## src/bp_consts.svh

```systemverilog
`ifndef BP_CONSTS_SVH
`define BP_CONSTS_SVH

// Branch target buffer geometry

// PC bits kept per BTB tag
`define TAG_SIZE 10

// Tag starts at this PC bit, tag = pc[PC_ALIAS+TAG_SIZE-1:PC_ALIAS]
`define PC_ALIAS 10

// Stored target bits, the BTB keeps pc[TARGET_SIZE+1:2]
`define TARGET_SIZE 12

`define BTB_ROWS 8	// Number of CAM entries

// First fetch address after reset
`define RESET_PC 32'h0000_0000

`endif

```

## src/isa_pkg.sv

```systemverilog
package isa_pkg;

	// One RV32 instruction word
	typedef logic [31:0] inst_t;

	// Major opcodes the predecoder cares about
	typedef enum logic [6:0] {
		BRANCH = 7'b1100011,	// B-type conditional branch
		JAL    = 7'b1101111,	// J-type jump and link
		OTHER  = 7'b0000000	// Anything else, never predicted
	} opcode_e;

	// Branch conditions, funct3 encoding
	typedef enum logic [2:0] {
		BEQ  = 3'b000,
		BNE  = 3'b001,
		BLT  = 3'b100,	// Signed
		BGE  = 3'b101,	// Signed
		BLTU = 3'b110,	// Unsigned
		BGEU = 3'b111	// Unsigned
	} branch_cond_e;

endpackage

```

## src/predict_pkg.sv

```systemverilog
`include "bp_consts.svh"

package predict_pkg;

	typedef logic [31:0] addr_t;	// Byte address
	typedef logic [31:0] word_t;	// Register operand

	// BTB fields
	typedef logic [`TAG_SIZE-1:0]    btb_tag_t;	// pc tag slice
	typedef logic [`TARGET_SIZE-1:0] btb_target_t;	// Partial target, pc[TARGET_SIZE+1:2]

	// Row index, and count which must also reach BTB_ROWS
	typedef logic [$clog2(`BTB_ROWS)-1:0] btb_idx_t;
	typedef logic [$clog2(`BTB_ROWS+1)-1:0] btb_count_t;

	// Fetch master states
	typedef enum logic [1:0] {
		FETCH_IDLE,	// No bus cycle, decides on next request
		FETCH_REQ,	// Bus cycle open, data wanted
		FETCH_DROP	// Bus cycle open, data discarded after redirect
	} fetch_state_e;

endpackage

```

## src/branch_decode.sv

```systemverilog
`timescale 1ns/1ps

`include "bp_consts.svh"

module branch_decode
	import isa_pkg::*;
	import predict_pkg::*;
(
	input  inst_t        inst,
	output logic         is_branch,
	output logic         is_jal,
	output branch_cond_e cond,
	output addr_t        offset
);

	opcode_e kind;
	addr_t   b_imm;
	addr_t   j_imm;

	// Classify the major opcode
	always_comb begin
		case (inst[6:0])
			BRANCH:  kind = BRANCH;
			JAL:     kind = JAL;
			default: kind = OTHER;
		endcase
	end

	assign is_branch = (kind == BRANCH);
	assign is_jal    = (kind == JAL);

	assign cond = branch_cond_e'(inst[14:12]);	// funct3 maps straight onto the enum

	// B-type immediate, bit 0 always zero
	assign b_imm = {{20{inst[31]}}, inst[7], inst[30:25], inst[11:8], 1'b0};

	// J-type immediate
	assign j_imm = {{12{inst[31]}}, inst[19:12], inst[20], inst[30:21], 1'b0};

	assign offset = is_jal ? j_imm : b_imm;	// Only meaningful for branch or jal

endmodule

```

## src/branch_execute.sv

```systemverilog
`timescale 1ns/1ps

`include "bp_consts.svh"

module branch_execute
	import isa_pkg::*;
	import predict_pkg::*;
(
	input  logic  clock,
	input  logic  reset,
	input  logic  ex_valid,	// One cycle pulse
	input  addr_t ex_pc,
	input  addr_t ex_pred_target,
	input  inst_t ex_inst,
	input  word_t ex_rs1,
	input  word_t ex_rs2,
	input  logic  ex_pred_taken,
	output logic  res_valid,
	output logic  res_taken,
	output logic  res_pred_taken,
	output addr_t res_pc,
	output addr_t res_target,
	output addr_t res_pred_target
);

	logic         is_branch;
	logic         is_jal;
	branch_cond_e cond;
	addr_t        offset;
	logic         cond_true;
	logic         taken;

	branch_decode u_branch_decode (
		.inst      (ex_inst),
		.is_branch (is_branch),
		.is_jal    (is_jal),
		.cond      (cond),
		.offset    (offset)
	);

	// Condition on the operands
	always_comb begin
		case (cond)
			BEQ:     cond_true = (ex_rs1 == ex_rs2);
			BNE:     cond_true = (ex_rs1 != ex_rs2);
			BLT:     cond_true = ($signed(ex_rs1) < $signed(ex_rs2));
			BGE:     cond_true = ($signed(ex_rs1) >= $signed(ex_rs2));
			BLTU:    cond_true = (ex_rs1 < ex_rs2);
			BGEU:    cond_true = (ex_rs1 >= ex_rs2);
			default: cond_true = 1'b0;	// Reserved funct3
		endcase
	end

	assign taken = is_jal || (is_branch && cond_true);	// jal always taken

	always_ff @(posedge clock) begin
		if (reset) res_valid <= 1'b0;
		else       res_valid <= ex_valid && (is_branch || is_jal);	// Others ignored
	end

	// Outcome travels with the recorded prediction
	always_ff @(posedge clock) begin
		if (ex_valid) begin
			res_pc          <= ex_pc;
			res_taken       <= taken;
			res_target      <= taken ? ex_pc + offset : ex_pc + 32'd4;
			res_pred_taken  <= ex_pred_taken;
			res_pred_target <= ex_pred_target;
		end
	end

endmodule

```

## src/branch_result.sv

```systemverilog
`timescale 1ns/1ps

`include "bp_consts.svh"

module branch_result
	import predict_pkg::*;
(
	input  logic  res_valid,
	input  logic  res_taken,
	input  logic  res_pred_taken,
	input  addr_t res_pc,
	input  addr_t res_target,
	input  addr_t res_pred_target,
	output logic  redirect,
	output addr_t redirect_pc,
	output logic  upd_valid,
	output addr_t upd_pc,
	output addr_t upd_target
);

	logic dir_wrong;
	logic tgt_wrong;

	assign dir_wrong = (res_taken != res_pred_taken);
	// Both taken but the BTB had a stale target
	assign tgt_wrong = res_taken && res_pred_taken && (res_target != res_pred_target);

	assign redirect    = res_valid && (dir_wrong || tgt_wrong);
	assign redirect_pc = res_target;	// Actual next PC

	// Train on every taken branch, not-taken leaves the table alone
	assign upd_valid  = res_valid && res_taken;
	assign upd_pc     = res_pc;
	assign upd_target = res_target;

endmodule

```

## src/btb.sv

```systemverilog
`timescale 1ns/1ps

`include "bp_consts.svh"

module btb
	import predict_pkg::*;
(
	input  logic  clock,
	input  logic  reset,
	input  logic  lookup_en,	// Fetch side, instruction predecodes as branch or jal
	input  addr_t lookup_pc,
	output logic  hit,
	output addr_t hit_target,
	input  logic  upd_valid,	// Execute side, taken branch resolved
	input  addr_t upd_pc,
	input  addr_t upd_target
);

	// Table state
	logic [`BTB_ROWS-1:0] valid;
	btb_tag_t             tags    [`BTB_ROWS];
	btb_target_t          targets [`BTB_ROWS];
	btb_count_t           count;	// Rows in use, allocated from row 0 upward

	btb_tag_t    look_tag;
	logic        look_hit;
	btb_idx_t    look_idx;
	btb_tag_t    upd_tag;
	btb_target_t upd_bits;
	logic        upd_hit;
	btb_idx_t    upd_idx;
	logic        full;

	assign look_tag = lookup_pc[`PC_ALIAS+`TAG_SIZE-1:`PC_ALIAS];
	assign upd_tag  = upd_pc[`PC_ALIAS+`TAG_SIZE-1:`PC_ALIAS];	// Tag of the branch itself
	assign upd_bits = upd_target[`TARGET_SIZE+1:2];
	assign full     = (count == btb_count_t'(`BTB_ROWS));

	// Fetch CAM, lowest matching row wins
	always_comb begin
		look_hit = 1'b0;
		look_idx = '0;
		for (int i = `BTB_ROWS-1; i >= 0; i--) begin
			if (valid[i] && tags[i] == look_tag) begin
				look_hit = 1'b1;
				look_idx = btb_idx_t'(i);
			end
		end
	end

	assign hit = lookup_en & look_hit;

	// Upper PC bits and byte offset kept from the lookup PC
	assign hit_target = hit ?
		{lookup_pc[31:`TARGET_SIZE+2], targets[look_idx], lookup_pc[1:0]} : lookup_pc;

	// Update CAM, same priority
	always_comb begin
		upd_hit = 1'b0;
		upd_idx = '0;
		for (int i = `BTB_ROWS-1; i >= 0; i--) begin
			if (valid[i] && tags[i] == upd_tag) begin
				upd_hit = 1'b1;
				upd_idx = btb_idx_t'(i);
			end
		end
	end

	// Valid bits and count
	always_ff @(posedge clock) begin
		if (reset) begin
			valid <= '0;
			count <= '0;
		end else if (upd_valid && !upd_hit && !full) begin
			valid[btb_idx_t'(count)] <= 1'b1;	// Next free row
			count                    <= count + 1'b1;
		end
		// When full the count stays, every row remains valid after the shift
	end

	// Tags and partial targets
	always_ff @(posedge clock) begin
		if (upd_valid) begin
			if (upd_hit) begin
				targets[upd_idx] <= upd_bits;	// Known branch, refresh target only
			end else if (full) begin
				// Oldest entry at row 0 falls out
				for (int i = 0; i < `BTB_ROWS-1; i++) begin
					tags[i]    <= tags[i+1];
					targets[i] <= targets[i+1];
				end
				tags[`BTB_ROWS-1]    <= upd_tag;
				targets[`BTB_ROWS-1] <= upd_bits;
			end else begin
				tags[btb_idx_t'(count)]    <= upd_tag;
				targets[btb_idx_t'(count)] <= upd_bits;
			end
		end
	end

endmodule

```

## src/fetch_predict_top.sv

```systemverilog
`timescale 1ns/1ps

`include "bp_consts.svh"

module fetch_predict_top
	import isa_pkg::*;
	import predict_pkg::*;
(
	input  logic  clock,
	input  logic  reset,
	// Wishbone fetch master
	output logic  wb_cyc,
	output logic  wb_stb,
	output addr_t wb_adr,
	input  inst_t wb_dat,
	input  logic  wb_ack,
	// Instruction port
	output logic  inst_valid,
	input  logic  inst_ready,
	output inst_t inst,
	output addr_t inst_pc,
	output logic  inst_pred_taken,
	output addr_t inst_pred_target,
	// Execute port
	input  logic  ex_valid,
	input  addr_t ex_pc,
	input  inst_t ex_inst,
	input  word_t ex_rs1,
	input  word_t ex_rs2,
	input  logic  ex_pred_taken,
	input  addr_t ex_pred_target,
	// Mispredict
	output logic  redirect,
	output addr_t redirect_pc
);

	logic  lookup_en;
	addr_t lookup_pc;
	logic  hit;
	addr_t hit_target;
	logic  res_valid;
	logic  res_taken;
	logic  res_pred_taken;
	addr_t res_pc;
	addr_t res_target;
	addr_t res_pred_target;
	logic  upd_valid;
	addr_t upd_pc;
	addr_t upd_target;

	fetch_unit u_fetch_unit (
		.clock            (clock),
		.reset            (reset),
		.wb_cyc           (wb_cyc),
		.wb_stb           (wb_stb),
		.wb_adr           (wb_adr),
		.wb_dat           (wb_dat),
		.wb_ack           (wb_ack),
		.lookup_en        (lookup_en),
		.lookup_pc        (lookup_pc),
		.hit              (hit),
		.hit_target       (hit_target),
		.inst_valid       (inst_valid),
		.inst_ready       (inst_ready),
		.inst             (inst),
		.inst_pc          (inst_pc),
		.inst_pred_target (inst_pred_target),
		.inst_pred_taken  (inst_pred_taken),
		.redirect         (redirect),
		.redirect_pc      (redirect_pc)
	);

	btb u_btb (
		.clock      (clock),
		.reset      (reset),
		.lookup_en  (lookup_en),
		.lookup_pc  (lookup_pc),
		.hit        (hit),
		.hit_target (hit_target),
		.upd_valid  (upd_valid),
		.upd_pc     (upd_pc),
		.upd_target (upd_target)
	);

	branch_execute u_branch_execute (
		.clock           (clock),
		.reset           (reset),
		.ex_valid        (ex_valid),
		.ex_pc           (ex_pc),
		.ex_pred_target  (ex_pred_target),
		.ex_inst         (ex_inst),
		.ex_rs1          (ex_rs1),
		.ex_rs2          (ex_rs2),
		.ex_pred_taken   (ex_pred_taken),
		.res_valid       (res_valid),
		.res_taken       (res_taken),
		.res_pred_taken  (res_pred_taken),
		.res_pc          (res_pc),
		.res_target      (res_target),
		.res_pred_target (res_pred_target)
	);

	branch_result u_branch_result (
		.res_valid       (res_valid),
		.res_taken       (res_taken),
		.res_pred_taken  (res_pred_taken),
		.res_pc          (res_pc),
		.res_target      (res_target),
		.res_pred_target (res_pred_target),
		.redirect        (redirect),
		.redirect_pc     (redirect_pc),
		.upd_valid       (upd_valid),
		.upd_pc          (upd_pc),
		.upd_target      (upd_target)
	);

endmodule

```

## src/fetch_unit.sv

```systemverilog
`timescale 1ns/1ps

`include "bp_consts.svh"

module fetch_unit
	import isa_pkg::*;
	import predict_pkg::*;
(
	input  logic  clock,
	input  logic  reset,
	// Wishbone classic, read only
	output logic  wb_cyc,
	output logic  wb_stb,
	output addr_t wb_adr,
	input  inst_t wb_dat,
	input  logic  wb_ack,
	// BTB lookup
	output logic  lookup_en,
	output addr_t lookup_pc,
	input  logic  hit,
	input  addr_t hit_target,
	// Instruction output register
	output logic  inst_valid,
	input  logic  inst_ready,
	output inst_t inst,
	output addr_t inst_pc,
	output addr_t inst_pred_target,
	output logic  inst_pred_taken,
	// Mispredict from the result stage
	input  logic  redirect,
	input  addr_t redirect_pc
);

	fetch_state_e state;
	addr_t        pc;	// Next address to fetch
	logic         is_branch;
	logic         is_jal;
	logic         out_free;
	logic         launch;
	logic         take;
	addr_t        pred_target;

	// Predecode the word on the bus
	branch_decode u_branch_decode (
		.inst      (wb_dat),
		.is_branch (is_branch),
		.is_jal    (is_jal),
		.cond      (),
		.offset    ()
	);

	assign wb_cyc = (state != FETCH_IDLE);
	assign wb_stb = wb_cyc;	// Classic single reads, stb follows cyc

	// Search BTB only when the word is actually wanted
	assign lookup_en = (state == FETCH_REQ) && wb_ack && (is_branch || is_jal);
	assign lookup_pc = wb_adr;

	assign pred_target = hit ? hit_target : wb_adr + 32'd4;

	assign out_free = !inst_valid || inst_ready;	// Register empty by next edge
	assign launch   = (state == FETCH_IDLE) && !redirect && out_free;
	assign take     = (state == FETCH_REQ) && wb_ack;	// Data arriving for a live request

	// Control state
	always_ff @(posedge clock) begin
		if (reset) begin
			state      <= FETCH_IDLE;
			pc         <= `RESET_PC;
			inst_valid <= 1'b0;
		end else begin
			if (inst_valid && inst_ready) inst_valid <= 1'b0;	// Transferred
			case (state)
				FETCH_IDLE: begin
					if (launch) state <= FETCH_REQ;
				end
				FETCH_REQ: begin
					if (wb_ack) begin
						state <= FETCH_IDLE;	// One idle cycle after every ack
						if (!redirect) begin
							inst_valid <= 1'b1;
							pc         <= pred_target;
						end
					end else if (redirect) begin
						state <= FETCH_DROP;
					end
				end
				FETCH_DROP: begin
					if (wb_ack) state <= FETCH_IDLE;	// Stale data thrown away
				end
				default: state <= FETCH_IDLE;
			endcase
			// Redirect wins over everything above
			if (redirect) begin
				inst_valid <= 1'b0;
				pc         <= redirect_pc;
			end
		end
	end

	// Bus address and output payload
	always_ff @(posedge clock) begin
		if (launch) wb_adr <= pc;	// Held for the whole bus cycle
		if (take) begin
			inst             <= wb_dat;
			inst_pc          <= wb_adr;
			inst_pred_taken  <= hit;
			inst_pred_target <= pred_target;
		end
	end

endmodule

```

## config.mk

```make
export PLATFORM = sky130hd
export DESIGN_NAME = fetch_predict_top
export DESIGN_NICKNAME = d
export VERILOG_FILES = /design/src/isa_pkg.sv /design/src/predict_pkg.sv /design/src/branch_decode.sv /design/src/branch_execute.sv /design/src/branch_result.sv /design/src/btb.sv /design/src/fetch_predict_top.sv /design/src/fetch_unit.sv
export VERILOG_INCLUDE_DIRS = /design/src
export SDC_FILE = /design/constraint.sdc
export NUM_CORES = 1
export LEC_CHECK = 0
export BUFFER_PORTS_ARGS = -buffer_cell sky130_fd_sc_hd__buf_2
export CAP_MARGIN = 20
export CELL_PAD_IN_SITES_DETAIL_PLACEMENT = 2
export CELL_PAD_IN_SITES_GLOBAL_PLACEMENT = 2
export CORE_ASPECT_RATIO = 2
export CORE_MARGIN = 4
export CORE_UTILIZATION = 41
export DETAILED_ROUTE_END_ITERATION = 7
export GPL_ROUTABILITY_DRIVEN = 0
export PLACE_DENSITY_LB_ADDON = 0.1
export SLEW_MARGIN = 5
export SYNTH_ARGS = -nofsm -noshare
export SYNTH_HDL_FRONTEND = slang
export SYNTH_SLANG_ARGS = --single-unit
```

## constraint.sdc

```tcl
create_clock -name clock -period 9.9 [get_ports clock]
set_input_delay 0 -clock clock [delete_from_list [all_inputs] [get_ports clock]]
set_output_delay 0 -clock clock [all_outputs]
set_load 0.05 [all_outputs]
```

==> run summary, run 1 <==
Status: finished clean
GRT Total Usage: 30.4%
Post-CTS sizing: 0
Worst Path Class, Setup: in2reg
First-pass GRT wire length: 138 mm
Final Cycle Share: 48.5%
Die H: 346 um
Critical path arrival: 5130 ps
Core area: 56,300 um2
Worst rel slew slack: 28.5%
Number of max-cap violations: 0
P&R area growth vs syn: 20.6%
Clk_skew: 31.7 ps
Mapped Nets: 2,259
Comb pwr share: 15.3%
Worst slew pin tran: 1070 ps
Synthesized area per cell: 11.7 um2
Iter 0 DRT Violations: 1,102
Worst-Skew Late Latency: 600 ps
WL/cell: 29.6 um
Power share of the clock group: 37.6%
Net count reported at finish: 2,697
Root buffer cell: clkbuf_16
CTS tree: done
Nature of the critical path startpoint: input port
RSZ-0062 raised after global routing: false
TritonCTS Buffers: 40
Final Critical Period: 4800 ps
Fillers: 5,681
Distinct cells, synth: 87
Setup crit start: ex_inst[2]
Fmax: 208 MHz
Largest net degree at the start of global routing: 85
Final setup viols: 0
Post-synth top cells: edfxtp_1, nand2_1, xnor2_1, mux2_2, nor2_1
Yosys top cell area share: 48.6%
Area leader, netlist: edfxtp_1
Initial core utilization: 41.5%
Sequential share of power: 47.1%
Remaining DRCs: 0
Hold path start: ex_inst[22]
Initial antenna violation count: 7
Antenna Nets Post-Route: 0
Final hold slack: 52.6 ps
Global route overflow: 0
Chip width: 177 um
Die Area: 61,200 um2
P_int: 3270 uW
Top post-synthesis cells by area: edfxtp_1, xnor2_1, nand2_1
Crit path max fanout: 14
Leakage: 0.0105 uW
Ys async rst share: 0%
Ports: 363
Synth Cell Area: 23,400 um2
Launch point of the worst reg-to-reg path: u_branch_execute.res_pc[16]
Power Total: 4600 uW
# Post-CTS Setup Buffers: 0
Sequential area share after synthesis: 52.8%
Fin Setup TNS: 0 ps
Clock sink count: 427
Via-per-instance ratio: 5.72
Layout cells sized above 1: 24.4%
Final hold vios: 0
Slew Limit Fails: 0
CTS Buffer Depth: 3
Primary FF master, synth: edfxtp_1
Reg clk slew, reported paths: 80 ps
Via count: 18,382
Maximum vdd ir drop: 0.132 mV
Worst EP required: 10,230 ps
Number of global-route vias before repair: 21,280
Row count: 123
Nature of the critical path endpoint: flip-flop
Post-synth EDFFs: 379
Sw power: 1330 uW
Top-count cell post-synth: edfxtp_1
Hold crit path type: in2reg
Post-synthesis cell count: 1,993
Hpwl dp: 67.0 mm
H-tree depth: 2
Sw frac: 28.9%
Seq cells post-synth: 427
IO buf count: 362
Power Density: 163 nW/um2
Yosys warns: 0
Final wirelength: 95.3 mm
First-pass DRT Iterations: 5
final timing paths:
check / end / slack [ps] / cells past startpoint
max: u_branch_execute.res_target[31] / 5100 / 18
min reg2reg: u_fetch_unit.lookup_pc[17] / 430 / 0
max reg2reg: u_btb.tags[0][9] / 5320 / 9
min: u_branch_execute.res_target[2] / 50 / 5
power groups by stage:
| stage | combinational (uW) | clock [uW] | sequential, uW |
|---|---|---|---|
| finish | 703 | 1730 | 2160 |
| global route | 747 | 1820 | 2170 |
| floorplan | 325 | 0 | 2270 |
| detailed placement | 651 | 0 | 2200 |
| global placement | 626 | 0 | 2190 |
| CTS | 693 | 1740 | 2160 |
flip-flops by register name, summed over array words and instances (netlist names):
signal and cells:
u_fetch_unit.pc 32, u_fetch_unit.inst_pred_target 32, u_fetch_unit.state 2, u_branch_execute.res_pred_target 32, u_branch_execute.res_pred_taken 1, u_fetch_unit.inst_pc 30, u_btb.tags 80, u_branch_execute.res_valid 1
u_fetch_unit.lookup_pc 32, u_btb.count 4, u_branch_execute.res_pc 10, u_branch_execute.res_taken 1, u_fetch_unit.inst_pred_taken 1, u_branch_execute.res_target 32, u_fetch_unit.inst 32, u_btb.targets 96
u_btb.valid 8, u_fetch_unit.inst_valid 1
cells by family (layout without fill, tap and decap cells):
group / count (synthesis) / after routing / share of synthesized area [%]
fa+ha+maj: 68 / 68 / 3.67
flops: 427 / 427 / 52.8
buf+inv: 161 / 629 / 4.02
other cells: 0 / 3 / 0
compound gates: 258 / 258 / 7.82
xor+xnor: 266 / 266 / 10.3
simple gates: 671 / 671 / 14.9
mux: 142 / 142 / 6.48
cells in the final DEF, fill, tap and decap left out, types with 21 or more instances in the layout:
| cell | instances |
|---|---|
| xnor2_1 | 204 |
| a21oi_1 | 57 |
| nand2_1 | 298 |
| edfxtp_1 | 379 |
| dfxtp_1 | 48 |
| dlygate4sd3_1 | 107 |
| inv_1 | 54 |
| clkbuf_16 | 41 |
| nor2_1 | 68 |
| nor4b_1 | 22 |
| xor2_1 | 53 |
| nand4_1 | 66 |
| mux2_2 | 72 |
| a21o_1 | 21 |
| and3_1 | 23 |
| o21ai_0 | 58 |
| buf_2 | 361 |
| ha_1 | 67 |
| nor3_1 | 25 |
| nand3_1 | 38 |
| mux2i_1 | 66 |
| buf_4 | 33 |
critical path, cell delays in order:
cell           delay (ps)
dlygate4sd3_1         540
buf_2                 150
nand2_1               120
nor2_1                 60
buf_4                 210
nor2b_1               650
a21o_1                170
ha_1                  290
and2_1                230
and4_1                240
a22oi_1               460
a41oi_1               370
and4_1                320
nor3_1                240
xor2_1                210
mux2i_1               120
xor2_1                170
dlygate4sd3_1         560
per-stage QoR:
step / cell area, um2 / worst slack, ps / util (%) / std cells
after CTS: 28200 / 5210 / 50.1 / 3209
after global placement: 25700 / 5470 / 45.6 / 3029
after detailed placement: 25700 / 5340 / 45.6 / 3030
final: 28200 / 5100 / 50.1 / 3214
after global routing: 28200 / 4870 / 50.1 / 3214
after floorplan: 23400 / 4460 / - / 1993
timing repair:
action,4_1_cts,5_1_grt
endpoints found under the hold margin,131,0
setup endpoints to repair,0,0
hold buffers,107,0
final cells by class:
class | instances | area [um2] | area share (%)
Clock buffer | 53 | 1110 | 3.94
Multi-Input combinational cell | 1405 | 10200 | 36.1
Sequential cell | 427 | 12300 | 43.7
Timing Repair Buffer | 501 | 3130 | 11.1
Tap cell | 750 | 938 | 3.33
Inverter | 56 | 213 | 0.754
Antenna cell | 3 | 7.51 | 0.0266
Clock inverter | 19 | 308 | 1.09
per-layer routing:
metal / wire [um] / track usage (%) / vias to the layer above
met5: 0 / 0 / -
met4: 7110 / 19.3 / 0
met3: 3760 / 3.96 / 279
met2: 54200 / 60.5 / 626
met1: 30200 / 28.0 / 9333
li1: - / - / 8144
No activity file was read; power rests on OpenSTA's default activity.
==> inputs of run 2 (changes only) <==
--- a/config.mk
+++ b/config.mk
@@ -12,7 +12,7 @@
 export CELL_PAD_IN_SITES_GLOBAL_PLACEMENT = 2
 export CORE_ASPECT_RATIO = 2
 export CORE_MARGIN = 4
-export CORE_UTILIZATION = 41
+export CORE_UTILIZATION = 35
 export DETAILED_ROUTE_END_ITERATION = 7
 export GPL_ROUTABILITY_DRIVEN = 0
 export PLACE_DENSITY_LB_ADDON = 0.1
==> constraint.sdc (replaced) <==
create_clock -name clock -period 4.15 [get_ports clock]
set_input_delay 0 -clock clock [delete_from_list [all_inputs] [get_ports clock]]
set_output_delay 0 -clock clock [all_outputs]
set_load 0.05 [all_outputs]
==> run summary, run 2 (synthesis gave the netlist of run 1 again) <==
Hpwl dp: 69.7 mm (+3.9%)
Maximum vdd ir drop: 0.283 mV (+110%)
Antenna Nets Post-Route: 0 (unchanged)
First-pass DRT Iterations: 5 (unchanged)
P&R area growth vs syn: 25.0%
Final Critical Period: 3920 ps
Most frequent cells in the layout: edfxtp_1, buf_2, nand2_1, xnor2_1
Clock sink count: 427 (unchanged)
Hold crit path type: in2reg
IO buf count: 362 (unchanged)
Final hold vios: 0 (unchanged)
Critical path depth in cells: 11 (-7)
Row count: 133 (+8.1%)
Reg clk slew, reported paths: 70 ps (about the same)
Final wirelength: 92.0 mm (-3.4%)
Max reg flops: 96 (unchanged)
Number of global-route vias before repair: 21,207 (-0.34%)
Status: finished clean
Worst R2R End: u_btb.targets[4][7]
First-pass GRT wire length: 135 mm (-2.4%)
Via-per-instance ratio: 5.35 (-6.5%)
Post-Place Worst Slack: 148 ps (-5190 ps)
Worst-Skew Late Latency: 600 ps (about the same)
CP cell instances: xnor2_1 > nand3_1 > nor3_1 > buf_4 > nor4_2 > and4_1 > a21oi_1 > a22oi_1 > nand2_1 > o21ai_0 > buf_12
Slew Limit Fails: 0 (unchanged)
CTS Buffer Depth: 3 (unchanged)
Net count reported at finish: 2,793 (+3.6%)
Final setup viols: 0 (unchanged)
Critical path arrival: 4210 ps (-920 ps)
Crit-path slowest cell: edfxtp_1
Hold path depth: 5 (unchanged)
Launch point of the worst reg-to-reg path: u_branch_execute.res_pc[19]
Setup crit start: u_branch_execute.res_pc[19]
Root buffer cell: clkbuf_16
Worst rel slew slack: 28.1% (-0.38 points)
Worst slew pin tran: 1080 ps (+5.67 ps)
Nature of the critical path startpoint: flip-flop
Post-layout util: 44.3% (-5.8 points)
Leakage: 0.0110 uW (+4.9%)
Largest net degree at the start of global routing: 85 (unchanged)
GRT Total Usage: 25.2% (-5.3 points)
Chip width: 191 um (+7.9%)
Initial core utilization: 35.4% (-6.1 points)
Layout cells sized above 1: 27.2% (+2.8 points)
Crit path largest cell delay: 860 ps (+210 ps)
RSZ-0062 raised after global routing: false
Crit path max fanout: 12 (-2)
Iter 0 DRT Violations: 809 (-27%)
Hold path start: ex_inst[27]
Ports: 363 (unchanged)
Final Cycle Share: 94.5%
Via count: 18,378 (-0.022%)
Power Density: 372 nW/um2 (+130%)
Clk_skew: 26.5 ps (-5.21 ps)
H-tree depth: 2 (unchanged)
Power Total: 10,900 uW (+140%)
Initial antenna violation count: 4 (-3)
N_diodes: 0 (-3)
Worst path top cell family by delay: simple AND/OR/NAND/NOR gates
# Post-CTS Setup Buffers: 0 (unchanged)
Global route overflow: 0 (unchanged)
Fin Setup TNS: 0 ps (unchanged)
Die H: 374 um (+8.0%)
Hold Path End: u_branch_execute.res_target[7]
Setup ws final: 227 ps (-4870 ps)
Die Area: 71,300 um2 (+17%)
Nature of the critical path endpoint: flip-flop
WL/cell: 26.8 um (-9.7%)
Largest regs: u_btb.targets (96), u_btb.tags (80)
Worst Path Class, Setup: reg2reg
Most common cell after layout, fill and taps aside: edfxtp_1
Reg2reg path depth: 11 (+2)
CTS tree: done
Fmax: 255 MHz
R2R Setup Slk: 230 ps (-5090 ps)
Worst EP required: 4430 ps (-5800 ps)
Remaining DRCs: 0 (unchanged)
Top reg by flops: u_btb.targets
CP Buf/Inv Count: 2 (-2)
TritonCTS Buffers: 43 (+7.5%)
Core area: 66,100 um2 (+17%)
Number of max-cap violations: 0 (unchanged)
[run 2: changes by cell type in the layout (fill, tap and decap cells not counted), sizes merged]
cell         before  now
buf             394  486
bufinv            7    3
clkbuf           53   54
clkinv           12   15
clkinvlp          0    2
diode             3    0
dlygate4sd3     107  108
inv              56   60
[run 2: power breakdown]
| group | total, uW | internal (uW) | switching [uW] |
|---|---|---|---|
| clock network | 4000 | 2150 | 1840 |
| registers | 5090 | 4880 | 213 |
| logic | 1780 | 633 | 1150 |
[run 2: worst min-delay path: cells and delay by family]
kind	cells	cell delay (ps)
xor+xnor	1	140
simple gates	1	50
fa+ha+maj	1	210
buf+inv	1	90
compound gates	1	50
[run 2: worst max path at each step]
stage,to,slack (ps)
after floorplan,u_fetch_unit.lookup_pc[0],260
after global placement,u_branch_execute.res_target[29],270
after detailed placement,u_branch_execute.res_target[29],150
after CTS,u_btb.targets[4][9],190
after global routing,u_btb.targets[4][0],70
final,u_btb.targets[4][7],230
[run 2: metal layers]
layer | up-vias | wire length (um) | global-route usage, %
li1 | 8342 | - | -
met1 | 9386 | 30500 | 24.1
met2 | 492 | 53800 | 51.9
met3 | 154 | 3350 | 3.31
met4 | 4 | 4260 | 10.2
met5 | - | 34 | 0
[run 2: timing repair]
action / in CTS / in global routing
hold buffers: 108 / 0
endpoints found under the setup margin: 0 / 0
hold endpoints to repair: 149 / 0
gates resized for setup: 0 / 0
[run 2: final cells by class]
cell class | count | area (um2)
sequential | 427 | 12300
fill | 6874 | 36800
timing repair buffer | 594 | 4050
inverter | 56 | 213
clock inverter | 24 | 229
tap | 877 | 1100
multi-input combinational | 1405 | 10200
clock buffer | 54 | 1140
[run 2: through the flow]
step | hold WS, ps | std cells | area, um2
3_3_place_gp | 176 | 3250 | 26800
6_report | 64.6 | 3437 | 29200
2_1_floorplan | 79.3 | 1993 | 23400
5_1_grt | 100 | 3437 | 29200
4_1_cts | 46.4 | 3437 | 29200
3_5_place_dp | 179 | 3251 | 26800
==> inputs of run 3 (changes only) <==
--- a/config.mk
+++ b/config.mk
@@ -16,6 +16,7 @@
 export DETAILED_ROUTE_END_ITERATION = 7
 export GPL_ROUTABILITY_DRIVEN = 0
 export PLACE_DENSITY_LB_ADDON = 0.1
+export REMOVE_ABC_BUFFERS = 1
 export SLEW_MARGIN = 5
 export SYNTH_ARGS = -nofsm -noshare
 export SYNTH_HDL_FRONTEND = slang
==> run summary, run 3 (synthesis gave the netlist of run 1 again) <==
Final Cycle Share: 94.8% (+0.24 points)
P&R area growth vs syn: 24.8%
Crit path max fanout: 9 (-3)
Core area: 66,100 um2 (unchanged)
Global route overflow: 0 (unchanged)
Nature of the critical path startpoint: input port
Design area: 29,200 um2 (-0.16%)
Final hold vios: 0 (unchanged)
First-pass GRT wire length: 131 mm (-2.9%)
Fillers: 6,833 (-0.60%)
Most common cell after layout, fill and taps aside: edfxtp_1
Most frequent cells in the layout: edfxtp_1, buf_2, nand2_1, xnor2_1, dlygate4sd3_1
WL/cell: 26.1 um (-2.6%)
Worst Path Class, Setup: in2reg
Number of global-route vias before repair: 21,032 (-0.83%)
Clk_skew: 16.3 ps (-10.2 ps)
Post-Place Worst Slack: 98.8 ps (-48.8 ps)
Chip width: 191 um (unchanged)
Worst-Skew Late Latency: 580 ps (-20 ps)
First-pass DRT Iterations: 4 (-1)
Max reg flops: 96 (unchanged)
CTS Buffer Depth: 3 (unchanged)
Clock sink count: 427 (unchanged)
Antenna Nets Post-Route: 0 (unchanged)
CTS tree: done
Die H: 374 um (unchanged)
Power Total: 11,000 uW (+1.5%)
Final Critical Period: 3930 ps (+9.88 ps)
Worst slew pin tran: 1050 ps (-29.7 ps)
Initial antenna violation count: 6 (+2)
Iter 0 DRT Violations: 695 (-14%)
Power Density: 378 nW/um2 (+1.7%)
Nature of the critical path endpoint: flip-flop
Critical path arrival: 4260 ps (+50 ps)
IO buf count: 362 (unchanged)
Storage cell area: 12,300 um2 (unchanged)
Reg clk slew, reported paths: 70 ps (about the same)
Top reg by flops: u_btb.targets
Net count reported at finish: 2,774 (-0.68%)
Post-CTS sizing: 0 (unchanged)
H-tree depth: 2 (unchanged)
Leakage: 0.0109 uW (-0.54%)
Final wirelength: 89.1 mm (-3.1%)
Via-per-instance ratio: 5.32 (-0.55%)
Setup ws final: 217 ps (-9.88 ps)
TritonCTS Buffers: 43 (unchanged)
Post-layout util: 44.2% (-0.070 points)
Ports: 363 (unchanged)
Worst rel slew slack: 30.1% (+2.0 points)
Via count: 18,192 (-1.0%)
Initial core utilization: 35.4% (unchanged)
Maximum vdd ir drop: 0.421 mV (+49%)
Placed cell areas: 26,600 um2 (-0.84%)
Largest regs: u_btb.targets (96), u_btb.tags (80)
Fmax: 254 MHz (-0.25%)
Largest net degree at the start of global routing: 125 (+47%)
Hold crit path type: in2reg
Die Area: 71,300 um2 (unchanged)
Row count: 133 (unchanged)
Area of the multi-input gates: 10,200 um2 (about the same)
Hpwl dp: 67.0 mm (-3.8%)
RSZ-0062 raised after global routing: false
Layout cells sized above 1: 26.9% (-0.32 points)
Remaining DRCs: 0 (unchanged)
Root buffer cell: clkbuf_16
Number of max-cap violations: 0 (unchanged)
Final setup viols: 0 (unchanged)
GRT Total Usage: 24.4% (-0.72 points)
Slew Limit Fails: 0 (unchanged)
Worst EP required: 4480 ps (+50 ps)
Status: finished clean
==> run 3: cell count changes in the layout (fill, tap and decap cells not counted), moves of 2 or more <==
cell           before  now
dlygate4sd3_1     108  110
o21ai_1             4   11
clkinvlp_4          2    5
buf_4             108   87
o21ai_0            60   53
bufinv_16           3    5
clkbuf_1            9    4
diode_2             0    2
==> run 3: final timing paths <==
check	startpoint	to	slack, ps	cells past startpoint
worst max register to register	u_branch_execute.res_pc[15]	u_btb.tags[0][1]	300	12
worst max-delay path	ex_inst[6]	u_branch_execute.res_target[31]	220	19
worst min-delay path	ex_pc[6]	u_branch_execute.res_target[6]	30	3
worst min register to register	u_fetch_unit.pc[22]	u_fetch_unit.lookup_pc[22]	420	0
==> run 3: worst max-delay path, cell delays in order <==
cell,delay (ps)
buf_2,90
nor2b_1,120
nand4_1,110
nor2_1,90
buf_12,150
buf_4,170
nor2b_1,520
a21o_1,150
ha_1,290
and2_1,240
and4_1,250
a22oi_1,290
a41oi_1,250
and4_1,260
nor3_1,230
xor2_1,220
mux2i_1,120
xor2_1,140
dlygate4sd3_1,560
==> run 3: cell type report <==
| type | count | area share (%) |
|---|---|---|
| sequential | 427 | 42.3 |
| multi-input combinational | 1405 | 34.8 |
| timing repair buffer | 575 | 13.4 |
| clock buffer | 50 | 3.92 |
| tap | 877 | 3.76 |
| clock inverter | 29 | 1.10 |
| inverter | 56 | 0.737 |
| antenna | 2 | 0.0171 |
==> run 3: where the power goes <==
part | leakage [uW] | total [uW] | switching (uW) | internal, uW
registers | 0.00394 | 5110 | 230 | 4880
logic | 0.00625 | 1750 | 1120 | 628
clock network | 0.000714 | 4170 | 1850 | 2320
==> run 3: routing by layer <==
metal	global-route usage, %	routed length [um]	share of wire, %
met1	23.7	30100	34
met2	48.6	50200	56
met3	3.74	3650	4.1
met4	12.3	5130	5.7
met5	0	14	0.016
==> run 3: per-stage QoR <==
| stage | cells | setup TNS [ps] | hold WS [ps] |
|---|---|---|---|
| 2_1_floorplan | 1888 | -263450 | 68.9 |
| 3_3_place_gp | 3226 | 0 | 176 |
| 3_5_place_dp | 3226 | 0 | 179 |
| 4_1_cts | 3415 | 0 | 8.66 |
| 5_1_grt | 3421 | 0 | 20.5 |
| 6_report | 3421 | 0 | 33.3 |
==> run 3: what timing repair did <==
item / CTS / global route
setup endpoints to repair: 0 / 10
hold buffers: 110 / 0
buffers inserted: 0 / 3
hold endpoints to repair: 114 / 0
